$ cat config.mk
export PLATFORM = sky130hd
export DESIGN_NAME = falseLockTop
export DESIGN_NICKNAME = d
export VERILOG_FILES = /design/src/design/falseLockPkg.sv /design/src/design/falseLockIf.sv /design/src/design/falseLockTop.sv /design/src/design/lockMonitor.sv /design/src/design/freqAverager.sv /design/src/design/freqSampler.sv /design/src/design/falseLockRegs.sv
export VERILOG_INCLUDE_DIRS = /design/src /design/src/design
export SDC_FILE = /design/constraint.sdc
export NUM_CORES = 2
export LEC_CHECK = 0
export ABC_AREA = 1
export BUFFER_PORTS_ARGS = -buffer_cell sky130_fd_sc_hd__buf_2
export CAP_MARGIN = 0
export CORE_UTILIZATION = 55
export CTS_BUF_LIST = sky130_fd_sc_hd__clkbuf_4 sky130_fd_sc_hd__clkbuf_8
export CTS_CLUSTER_DIAMETER = 200
export DETAILED_ROUTE_END_ITERATION = 7
export GPL_TIMING_DRIVEN = 0
export PLACE_DENSITY_LB_ADDON = 0.3
export RECOVER_POWER = 100
export SYNTH_ARGS = -nofsm -noshare
export SYNTH_HDL_FRONTEND = slang
export SYNTH_HIERARCHICAL = 1
export SYNTH_SLANG_ARGS = --single-unit
$ cat constraint.sdc
create_clock -name clk -period 15.6 [get_ports clk]
set_input_delay 2.34 -clock clk [delete_from_list [all_inputs] [get_ports clk]]
set_output_delay 2.34 -clock clk [all_outputs]
set_load 0.05 [all_outputs]
$ cat src/design/falseLock_consts.svh
`ifndef FALSELOCK_CONSTS_SVH
`define FALSELOCK_CONSTS_SVH

// datapath widths
`define FL_DISC_W       12
`define FL_SAMPLE_W     18
`define FL_COEF_W       16

// processor bus
`define FL_ADDR_W       3
`define FL_DATA_W       32

// register map
`define FL_ADDR_ALPHA   3'd0
`define FL_ADDR_THRESH  3'd1
`define FL_ADDR_MODE    3'd2
`define FL_ADDR_DACSEL  3'd3
`define FL_ADDR_STATUS  3'd4

// decision limit and coefficient scaling
`define FL_ABS_LIMIT    18'h10000
`define FL_FRAC_SHIFT   17

`endif
$ cat src/design/falseLockPkg.sv
`include "falseLock_consts.svh"

package falseLockPkg;

    // discriminator and frequency-error words from the FM detector
    typedef logic [`FL_DISC_W-1:0] discT;

    // frequency samples and averages, two's complement
    typedef logic signed [`FL_SAMPLE_W-1:0] sampleT;

    // processor coefficients
    typedef logic [`FL_COEF_W-1:0] coefT;

    typedef enum logic [3:0] {
        MODE_FM     = 4'd0,
        MODE_BPSK   = 4'd1,
        MODE_QPSK   = 4'd2,
        MODE_OQPSK  = 4'd3,
        MODE_SOQPSK = 4'd4
    } demodModeT;

    typedef enum logic [3:0] {
        DAC_FREQ       = 4'd0,
        DAC_FREQERROR  = 4'd1,
        DAC_AVGFREQ    = 4'd2,
        DAC_AVGABSFREQ = 4'd3
    } dacSelT;

endpackage

$ cat src/design/falseLockIf.sv
`include "falseLock_consts.svh"

// configuration from the register file
interface cfgIf;
    import falseLockPkg::*;

    coefT      falseLockAlpha;
    coefT      falseLockThreshold;
    demodModeT demodMode;
    dacSelT    dacSelect;

    modport regs (output falseLockAlpha, falseLockThreshold, demodMode, dacSelect);
    modport sampler (input demodMode);
    modport averager (input falseLockAlpha);
    modport monitor (input falseLockThreshold, dacSelect);
endinterface

// averager results toward the lock monitor
interface avgIf;
    import falseLockPkg::*;

    sampleT averageFreq;
    sampleT averageAbsFreq;
    // sample that went into this update
    sampleT instFreq;
    logic   avgValid;

    modport averager (output averageFreq, averageAbsFreq, instFreq, avgValid);
    modport monitor (input averageFreq, averageAbsFreq, instFreq, avgValid);
endinterface

$ cat src/design/falseLockTop.sv
`include "falseLock_consts.svh"

module falseLockTop (
    input  logic                    clk,
    input  logic                    arstN,
    input  logic                    wrEn,
    input  logic [`FL_ADDR_W-1:0]   addr,
    input  logic [`FL_DATA_W-1:0]   wrData,
    output logic [`FL_DATA_W-1:0]   rdData,
    input  logic                    demodSync,
    input  logic [`FL_DISC_W-1:0]   freq,
    input  logic [`FL_DISC_W-1:0]   freqError,
    input  logic                    carrierLock,
    output logic                    highFreqOffset,
    output logic [`FL_SAMPLE_W-1:0] dacData,
    output logic                    dacSync
);
    import falseLockPkg::*;

    sampleT freqSample;
    sampleT absSample;
    logic   sampleValid;

    cfgIf cfg_i ();
    avgIf avg_i ();

    falseLockRegs regs_i (
        .clk(clk), .arstN(arstN), .wrEn(wrEn), .addr(addr), .wrData(wrData),
        .rdData(rdData), .highFreqOffset(highFreqOffset), .carrierLock(carrierLock),
        .cfg(cfg_i.regs)
    );

    freqSampler sampler_i (
        .clk(clk), .arstN(arstN), .demodSync(demodSync), .freq(freq),
        .freqError(freqError), .cfg(cfg_i.sampler), .freqSample(freqSample),
        .absSample(absSample), .sampleValid(sampleValid)
    );

    freqAverager averager_i (
        .clk(clk), .arstN(arstN), .freqSample(freqSample), .absSample(absSample),
        .sampleValid(sampleValid), .cfg(cfg_i.averager), .avg(avg_i.averager)
    );

    lockMonitor monitor_i (
        .clk(clk), .arstN(arstN), .carrierLock(carrierLock), .cfg(cfg_i.monitor),
        .avg(avg_i.monitor), .highFreqOffset(highFreqOffset), .dacData(dacData),
        .dacSync(dacSync)
    );

endmodule

$ cat src/design/lockMonitor.sv
`include "falseLock_consts.svh"

module lockMonitor (
    input  logic                 clk,
    input  logic                 arstN,
    input  logic                 carrierLock,
    cfgIf.monitor                cfg,
    avgIf.monitor                avg,
    output logic                 highFreqOffset,
    output falseLockPkg::sampleT dacData,
    output logic                 dacSync
);
    import falseLockPkg::*;

    logic [`FL_SAMPLE_W-1:0] absAvgFreq;
    logic [`FL_SAMPLE_W-1:0] threshExt;
    logic                    absOverLimit;
    logic                    avgOverThresh;
    logic                    nextOffset;
    sampleT                  nextDac;

    // magnitude of the signed average, compared unsigned
    assign absAvgFreq = avg.averageFreq[`FL_SAMPLE_W-1] ? -avg.averageFreq
                                                        : avg.averageFreq;
    assign threshExt  = `FL_SAMPLE_W'(cfg.falseLockThreshold);

    assign absOverLimit  = $unsigned(avg.averageAbsFreq) > `FL_ABS_LIMIT;
    assign avgOverThresh = absAvgFreq > threshExt;

    // big spread always flags, a moderate offset only without carrier lock
    always_comb begin
        if (absOverLimit) begin
            nextOffset = 1'b1;
        end else if (avgOverThresh) begin
            nextOffset = !carrierLock;
        end else begin
            nextOffset = 1'b0;
        end
    end

    always_comb begin
        case (cfg.dacSelect)
            DAC_AVGFREQ:    nextDac = avg.averageFreq;
            DAC_AVGABSFREQ: nextDac = avg.averageAbsFreq;
            // error sample in the non-offset modes, own code in the map
            DAC_FREQERROR:  nextDac = avg.instFreq;
            default:        nextDac = avg.instFreq;
        endcase
    end

    always_ff @(posedge clk or negedge arstN) begin
        if (!arstN) begin
            highFreqOffset <= 1'b0;
            dacData        <= '0;
            dacSync        <= 1'b0;
        end else begin
            dacSync <= avg.avgValid;
            if (avg.avgValid) begin
                highFreqOffset <= nextOffset;
                dacData        <= nextDac;
            end
        end
    end

endmodule

$ cat src/design/freqAverager.sv
`include "falseLock_consts.svh"

module freqAverager (
    input  logic                 clk,
    input  logic                 arstN,
    input  falseLockPkg::sampleT freqSample,
    input  falseLockPkg::sampleT absSample,
    input  logic                 sampleValid,
    cfgIf.averager               cfg,
    avgIf.averager               avg
);
    import falseLockPkg::*;

    // alpha as Q17, one guard bit so the complement can go negative
    logic signed [`FL_SAMPLE_W:0] alphaQ;
    logic signed [`FL_SAMPLE_W:0] alphaComp;
    sampleT freqState;
    sampleT absState;
    sampleT lastSample;
    logic   updated;

    assign alphaQ    = $signed({1'b0, cfg.falseLockAlpha, 2'b00});
    assign alphaComp = $signed(19'h20000) - alphaQ;

    // a*x + (1-a)*y, back to sample scale
    function automatic sampleT blend(input sampleT x, input sampleT y,
                                     input logic signed [`FL_SAMPLE_W:0] a,
                                     input logic signed [`FL_SAMPLE_W:0] b);
        logic signed [`FL_SAMPLE_W+19:0] sum;
        sum = x * a + y * b;
        return sum[`FL_FRAC_SHIFT +: `FL_SAMPLE_W];
    endfunction

    // smoothed state, one update per sample
    always_ff @(posedge clk or negedge arstN) begin
        if (!arstN) begin
            freqState  <= '0;
            absState   <= '0;
            lastSample <= '0;
            updated    <= 1'b0;
        end else begin
            updated <= sampleValid;
            if (sampleValid) begin
                freqState  <= blend(freqSample, freqState, alphaQ, alphaComp);
                absState   <= blend(absSample, absState, alphaQ, alphaComp);
                lastSample <= freqSample;
            end
        end
    end

    // hold the result for the monitor while the state moves on
    always_ff @(posedge clk or negedge arstN) begin
        if (!arstN) begin
            avg.averageFreq    <= '0;
            avg.averageAbsFreq <= '0;
            avg.instFreq       <= '0;
            avg.avgValid       <= 1'b0;
        end else begin
            avg.avgValid <= updated;
            if (updated) begin
                avg.averageFreq    <= freqState;
                avg.averageAbsFreq <= absState;
                avg.instFreq       <= lastSample;
            end
        end
    end

endmodule

$ cat src/design/freqSampler.sv
`include "falseLock_consts.svh"

module freqSampler (
    input  logic                 clk,
    input  logic                 arstN,
    input  logic                 demodSync,
    input  falseLockPkg::discT   freq,
    input  falseLockPkg::discT   freqError,
    cfgIf.sampler                cfg,
    output falseLockPkg::sampleT freqSample,
    output falseLockPkg::sampleT absSample,
    output logic                 sampleValid
);
    import falseLockPkg::*;

    localparam int PadW = `FL_SAMPLE_W - `FL_DISC_W;

    discT   negFreq;
    sampleT offsetSample;
    sampleT nextSample;
    sampleT nextAbs;

    // offset modes track the inverted discriminator
    assign negFreq      = -freq;
    assign offsetSample = {negFreq, {PadW{1'b0}}};

    always_comb begin
        case (cfg.demodMode)
            MODE_OQPSK, MODE_SOQPSK: begin
                nextSample = offsetSample;
                nextAbs    = offsetSample[`FL_SAMPLE_W-1] ? -offsetSample : offsetSample;
            end
            default: begin
                nextSample = {freqError, {PadW{1'b0}}};
                nextAbs    = '0;
            end
        endcase
    end

    always_ff @(posedge clk or negedge arstN) begin
        if (!arstN) begin
            freqSample  <= '0;
            absSample   <= '0;
            sampleValid <= 1'b0;
        end else begin
            sampleValid <= demodSync;
            if (demodSync) begin
                freqSample <= nextSample;
                absSample  <= nextAbs;
            end
        end
    end

endmodule

$ cat src/design/falseLockRegs.sv
`include "falseLock_consts.svh"

module falseLockRegs (
    input  logic                  clk,
    input  logic                  arstN,
    input  logic                  wrEn,
    input  logic [`FL_ADDR_W-1:0] addr,
    input  logic [`FL_DATA_W-1:0] wrData,
    output logic [`FL_DATA_W-1:0] rdData,
    input  logic                  highFreqOffset,
    input  logic                  carrierLock,
    cfgIf.regs                    cfg
);
    import falseLockPkg::*;

    // configuration registers, low bits of the write data
    always_ff @(posedge clk or negedge arstN) begin
        if (!arstN) begin
            cfg.falseLockAlpha     <= '0;
            cfg.falseLockThreshold <= '0;
            cfg.demodMode          <= MODE_FM;
            cfg.dacSelect          <= DAC_FREQ;
        end else if (wrEn) begin
            case (addr)
                `FL_ADDR_ALPHA: begin
                    cfg.falseLockAlpha <= coefT'(wrData[`FL_COEF_W-1:0]);
                end
                `FL_ADDR_THRESH: begin
                    cfg.falseLockThreshold <= coefT'(wrData[`FL_COEF_W-1:0]);
                end
                `FL_ADDR_MODE: begin
                    cfg.demodMode <= demodModeT'(wrData[$bits(demodModeT)-1:0]);
                end
                `FL_ADDR_DACSEL: begin
                    cfg.dacSelect <= dacSelT'(wrData[$bits(dacSelT)-1:0]);
                end
                default: begin
                end
            endcase
        end
    end

    // readback straight from the address
    always_comb begin
        case (addr)
            `FL_ADDR_ALPHA:  rdData = `FL_DATA_W'(cfg.falseLockAlpha);
            `FL_ADDR_THRESH: rdData = `FL_DATA_W'(cfg.falseLockThreshold);
            `FL_ADDR_MODE:   rdData = `FL_DATA_W'(cfg.demodMode);
            `FL_ADDR_DACSEL: rdData = `FL_DATA_W'(cfg.dacSelect);
            // bit 0 false lock, bit 1 carrier lock
            `FL_ADDR_STATUS: rdData = `FL_DATA_W'({carrierLock, highFreqOffset});
            default:         rdData = '0;
        endcase
    end

endmodule

# Word-level counts from Yosys, hierarchy flattened
# Index checks and enable logic that the tools add are counted.
dict set report op_classes {
  addsub 6
  multipliers 4
  order_cmp 2
  n_eq_ne 8
  muxes 8
  n_reduce_logical 7
}
# cell count
set ops {}
lappend ops {{$pmux 16 s5} 1}
lappend ops {{$mux 18} 4}
lappend ops {{$add 35x35->35} 2}
lappend ops {{$mul 18x19->35} 2}
lappend ops {{$mul 18x17->33} 2}
lappend ops {{$neg 18->18} 2}
lappend ops {{$pmux 18 s2} 1}
lappend ops {{$sub 18x18->19 const A} 1}
lappend ops {{$gt 18x16->1} 1}
lappend ops {{$gt 18x17->1 const B} 1}
lappend ops {{$eq 4x2->1 const B} 3}
lappend ops {{$neg 12->12} 1}
lappend ops {{$reduce_and 2->1} 4}
lappend ops {{$eq 3x2->1 const B} 2}
lappend ops {{$eq 4x3->1 const B} 1}
lappend ops {{$eq 3x1->1 const B} 1}
lappend ops {{$eq 3x3->1 const B} 1}
lappend ops {{$logic_not 3->1} 1}
lappend ops {{$mux 1} 2}
lappend ops {{$reduce_or 2->1} 1}
lappend ops {{$logic_not 1->1} 1}
dict set report totals {
  register_bits 207
  out_inout_bits 52
}

# Logic depth before layout (Yosys ltp)
dict set report logic_depth {
  word_depth 5
  ltp_mapped 47
  mapped_depth_nobuf 44
}

# By module
# Netlist, hierarchy kept.
# mod n_inst cells_per_inst area_per_inst_um2
set by_module_without_submodules {}
lappend by_module_without_submodules {freqAverager 1 6222 50488.4}
lappend by_module_without_submodules {lockMonitor 1 273 1968.1}
lappend by_module_without_submodules {falseLockRegs 1 249 1965.6}
lappend by_module_without_submodules {freqSampler 1 243 1721.7}

# Worst setup path after synthesis
# Ideal clock, no wire load.
dict set report synth_path {
  kind {flip-flop to flip-flop}
  start {register regs_i.cfg.falseLockAlpha[3]}
  end {register averager_i.freqState[17]}
  setup_ns 0.117
  t_arrival_ns 9.173
  t_required_ns 15.483
  setup_slack_ns 6.309
  stages_incl_launch_ff 35
  n_path_buf 2
  synth_period_minus_slack_ns 9.291
  path_cell_list {dfrtp_1 clkbuf_1 buf_1 nand2_1 fa_1 fa_1 inv_1 fa_1 inv_1 fa_1 inv_1 fa_1 fa_1 ha_1 nand2_1 nor2_1 and2_1 a2111oi_0 o21ai_0 xor2_1 fa_1 fa_1 inv_1 fa_1 fa_1 ha_1 ha_1 nand2_1 nor2_1 nand2_1 o211a_1 nand2_1 nand3_1 nand3_1 nand2_1}
}
dict set report synth_between {
  elab_chain_cells 3
  elab_cells_between_ends 4
}
# element line
set synth_lines {}
lappend synth_lines {{from (decl)} falseLockIf.sv:12} ;# modport regs (output falseLockAlpha, falseLockThreshold, demodMode, dacSelect);
lappend synth_lines {{from (signal assigned)} falseLockRegs.sv:26} ;# cfg.falseLockAlpha <= coefT'(wrData[`FL_COEF_W-1:0]);
lappend synth_lines {{$sub 18x18->19} freqAverager.sv:23} ;# assign alphaComp = $signed(19'h20000) - alphaQ;
lappend synth_lines {{$mul 18x19->35} freqAverager.sv:30} ;# sum = x * a + y * b;
lappend synth_lines {{$add 35x35->35 *} freqAverager.sv:30}
lappend synth_lines {{to (signal assigned)} freqAverager.sv:44} ;# freqState <= blend(freqSample, freqState, alphaQ, alphaComp);
lappend synth_lines {{to (decl)} freqAverager.sv:17} ;# sampleT freqState;
# Mark *: on every way between the ends. The rest lies on a longest branch, timed or not.
# A chain may end at the register's enable or synchronous reset.

# Worst setup path after layout
dict set report layout_path {
  start {register regs_i.cfg.falseLockAlpha[8]}
  end {register averager_i.freqState[17]}
}
# The elaborated chain is that of the path after synthesis.

==> reports/metrics.cfg <==
[run_status]
status=finished, violations left
violations=max-capacitance violations, max-slew violations

[yosys]
synth_edf_count=0
mappedNetlistArea_mm2=0.0561
syn_inst=6987
synth_warnings=6
synth_seq_area_share_pct=8.69
muxShareOfSynthArea_pct=0.120
yosysUniqueCellTypes=66
synth-compound-area-share_pct=4.84
synth_most_common_cell=inv_1
synth_top_area_share_pct=43.6
synthFlopType=dfrtp_1
ys_ff_latch=195
synthTopCellsByArea=fa_1, inv_1, nand2_1, dfrtp_1, ha_1
synthArstFlopShare_pct=100
synth_top_family_by_area=adder cells
syn_area_per_cell_um2=8.04
synth_xor_area_share_pct=1.82
synth.top_cells.by_count=inv_1, nand2_1, fa_1, ha_1, nor2_1
yosysTopAreaCell=fa_1
synth_adder_area_share_pct=52.2
yosys.area_share.simple_pct=16.5

[critical_path]
cp-start-kind=flip-flop
crit_path_frequent_cell=fa_1
required_ns=16.09
path_delay_family=adder cells
critPathMaxFanout=10
criticalPathCategory=flip-flop to flip-flop
critPathBufInv=10
cp_slowest_cell=clkbuf_1
cp-end-kind=flip-flop
crit_path_max_incr_delay_ns=1.04
cp.arrival_ns=12.91

[place]
hpwl_mm=153
place_inst=8454
port_buffers=83
gp_congestion=1.00

[detailed_routing]
dr.pass1.iters=6
via_per_inst=5.42
totalWireLength_mm=182
post_drt_wl_per_cell_um=21.5
final_antenna_net_count=0
vias=46044
drt_iter0_drc=4406
drc_errors=0

[timing]
slew_viol_final=198
hold_ws_ns=0.460
fin_crit_sh_pct=79.7
worst_slew_pin_slew_ns=5.97
final-hold-violation-count=0
finClkSkew_ns=0.0362
setup_tns_ns=0
finalCriticalPeriod_ns=12.43
fmax_ghz=0.0805
setup_violations=0
rsz0062_at_grt=no
slew-limit-headroom_pct=-298

[final_layout]
fillers=9267
nets=8788
layout.cells.non_filler=8496
drive_above_1_share_pct=3.30
syn_to_final_growth_pct=4.39

[cts]
clock_latency_ns=0.61
post_cts_resized=0
cts-root-buf=clkbuf_8
clk_pin_slew_ns=0.14
postCtsSetupRepairBufs=0
htree_levels=4
clockBufferDepth=2
cts_made_buffers=17
clock-sinks=195
postCtsHoldBufs=0
tritoncts=yes

[die]
rows=116
pin_count=116
dieHeight_um=322
dieArea_mm2=0.103
die_w_um=322
core_area_mm2=0.101
initial_core_util_pct=55.8

[grt]
grt_max_degree=104
antenna_found_initial=9
grtUsageTotal_pct=36.4
grt-ovfl-total=0
grt_pass1_vias=46986
grt_pass1_wl_mm=276

[worst_hold_path]
holdCritPathClass=flip-flop to flip-flop

[flow_run]
cap_violations=3

## cell families after synthesis
kind of cell | Yosys count
simple gates | 2280
compound gates | 488
xor+xnor | 116
flops | 195
mux | 6
fa+ha+maj | 1608
other cells | 2
buf+inv | 2292
## through the flow
step / instance area, um^2 / setup WS (ns) / utilization [%]
after floorplan: 56200 / 6.31 / -
after global placement: 58400 / 3.91 / 58.0
after detailed placement: 58400 / 3.79 / 58.1
after CTS: 58800 / 3.77 / 58.5
after global routing: 58600 / 2.70 / 58.3
final: 58600 / 3.17 / 58.3
## routing by layer
metal,vias up,GRT usage [%],routed length (um)
li1,20247,-,-
met1,22918,46.8,68500
met2,2326,55.5,80600
met3,551,9.30,19900
met4,2,22.3,13100
met5,-,0,242
## layout by cell type (no fill, tap or decap), drive strengths merged, types with 4 or more instances in the layout
cell type  netlist  routed
inv           1960    1971
nand2         1637    1637
fa            1222    1222
nor2           389     389
ha             386     386
clkbuf         205     280
o21ai          211     211
a21oi          205     205
dfrtp          195     195
nand3          153     153
buf            115     141
xor2            61      61
xnor2           55      55
nand4           29      29
conb             2      28
nor3            24      24
or2             22      22
clkinv          12      16
a31oi           14      14
nand3b          14      14
o21bai          13      13
a21o            11      11
nor4            11      11
diode            0      10
a221oi          10      10
mux2             6       6
o2111ai          5       5
o21a             4       4
## state kept, by name (all words and copies together) (netlist names), 16 cells and up
register and flops:
averager_i/absState 18, averager_i/avg.averageAbsFreq 18, regs_i/cfg.falseLockThreshold 16, averager_i/avg.averageFreq 18
monitor_i/dacData 18, averager_i/avg.instFreq 18, averager_i/lastSample 18, averager_i/freqState 18
regs_i/cfg.falseLockAlpha 16
## final cells by class
class                      count  area, um^2  area share (%)
sequential                   195        4880            8.33
tap                         1357        1700            2.90
clock buffer                  17         234           0.399
buffer                       320        1430            2.44
inverter                    1972        7410            12.6
timing repair buffer          84         367           0.625
multi-input combinational   4526       42400            72.3
antenna                       10        25.0          0.0427
clock inverter                15         188           0.320
## worst reg2reg max path: cells and delay by family (launching register included)
kind	cells	cell delay, ns
xor gates and xnor gates	1	0.45
adders and majority gates	13	5.64
and+or+nand+nor	6	0.97
DFF	1	0.59
AOI/OAI and AO/OA	10	2.28
buffers and inverters	10	2.39
## final timing paths
path / startpoint / end / slack, ns / depth (start not counted)
max: regs_i/cfg.falseLockAlpha[8] / averager_i/freqState[17] / 3.17 / 40
min: averager_i/avg.avgValid / monitor_i/dacSync / 0.46 / 0
max reg2reg: regs_i/cfg.falseLockAlpha[8] / averager_i/freqState[17] / 3.17 / 40
min reg2reg: averager_i/avg.avgValid / monitor_i/dacSync / 0.46 / 0
max in group asynchronous: arstN / regs_i/cfg.dacSelect[2] / 4.28 / 2
min in group asynchronous: arstN / sampler_i/freqSample[9] / 3.66 / 1
Power is left out: the tool's default activity adds up to more than one toggle a clock period on the data nets, which glitch-free logic cannot reach.
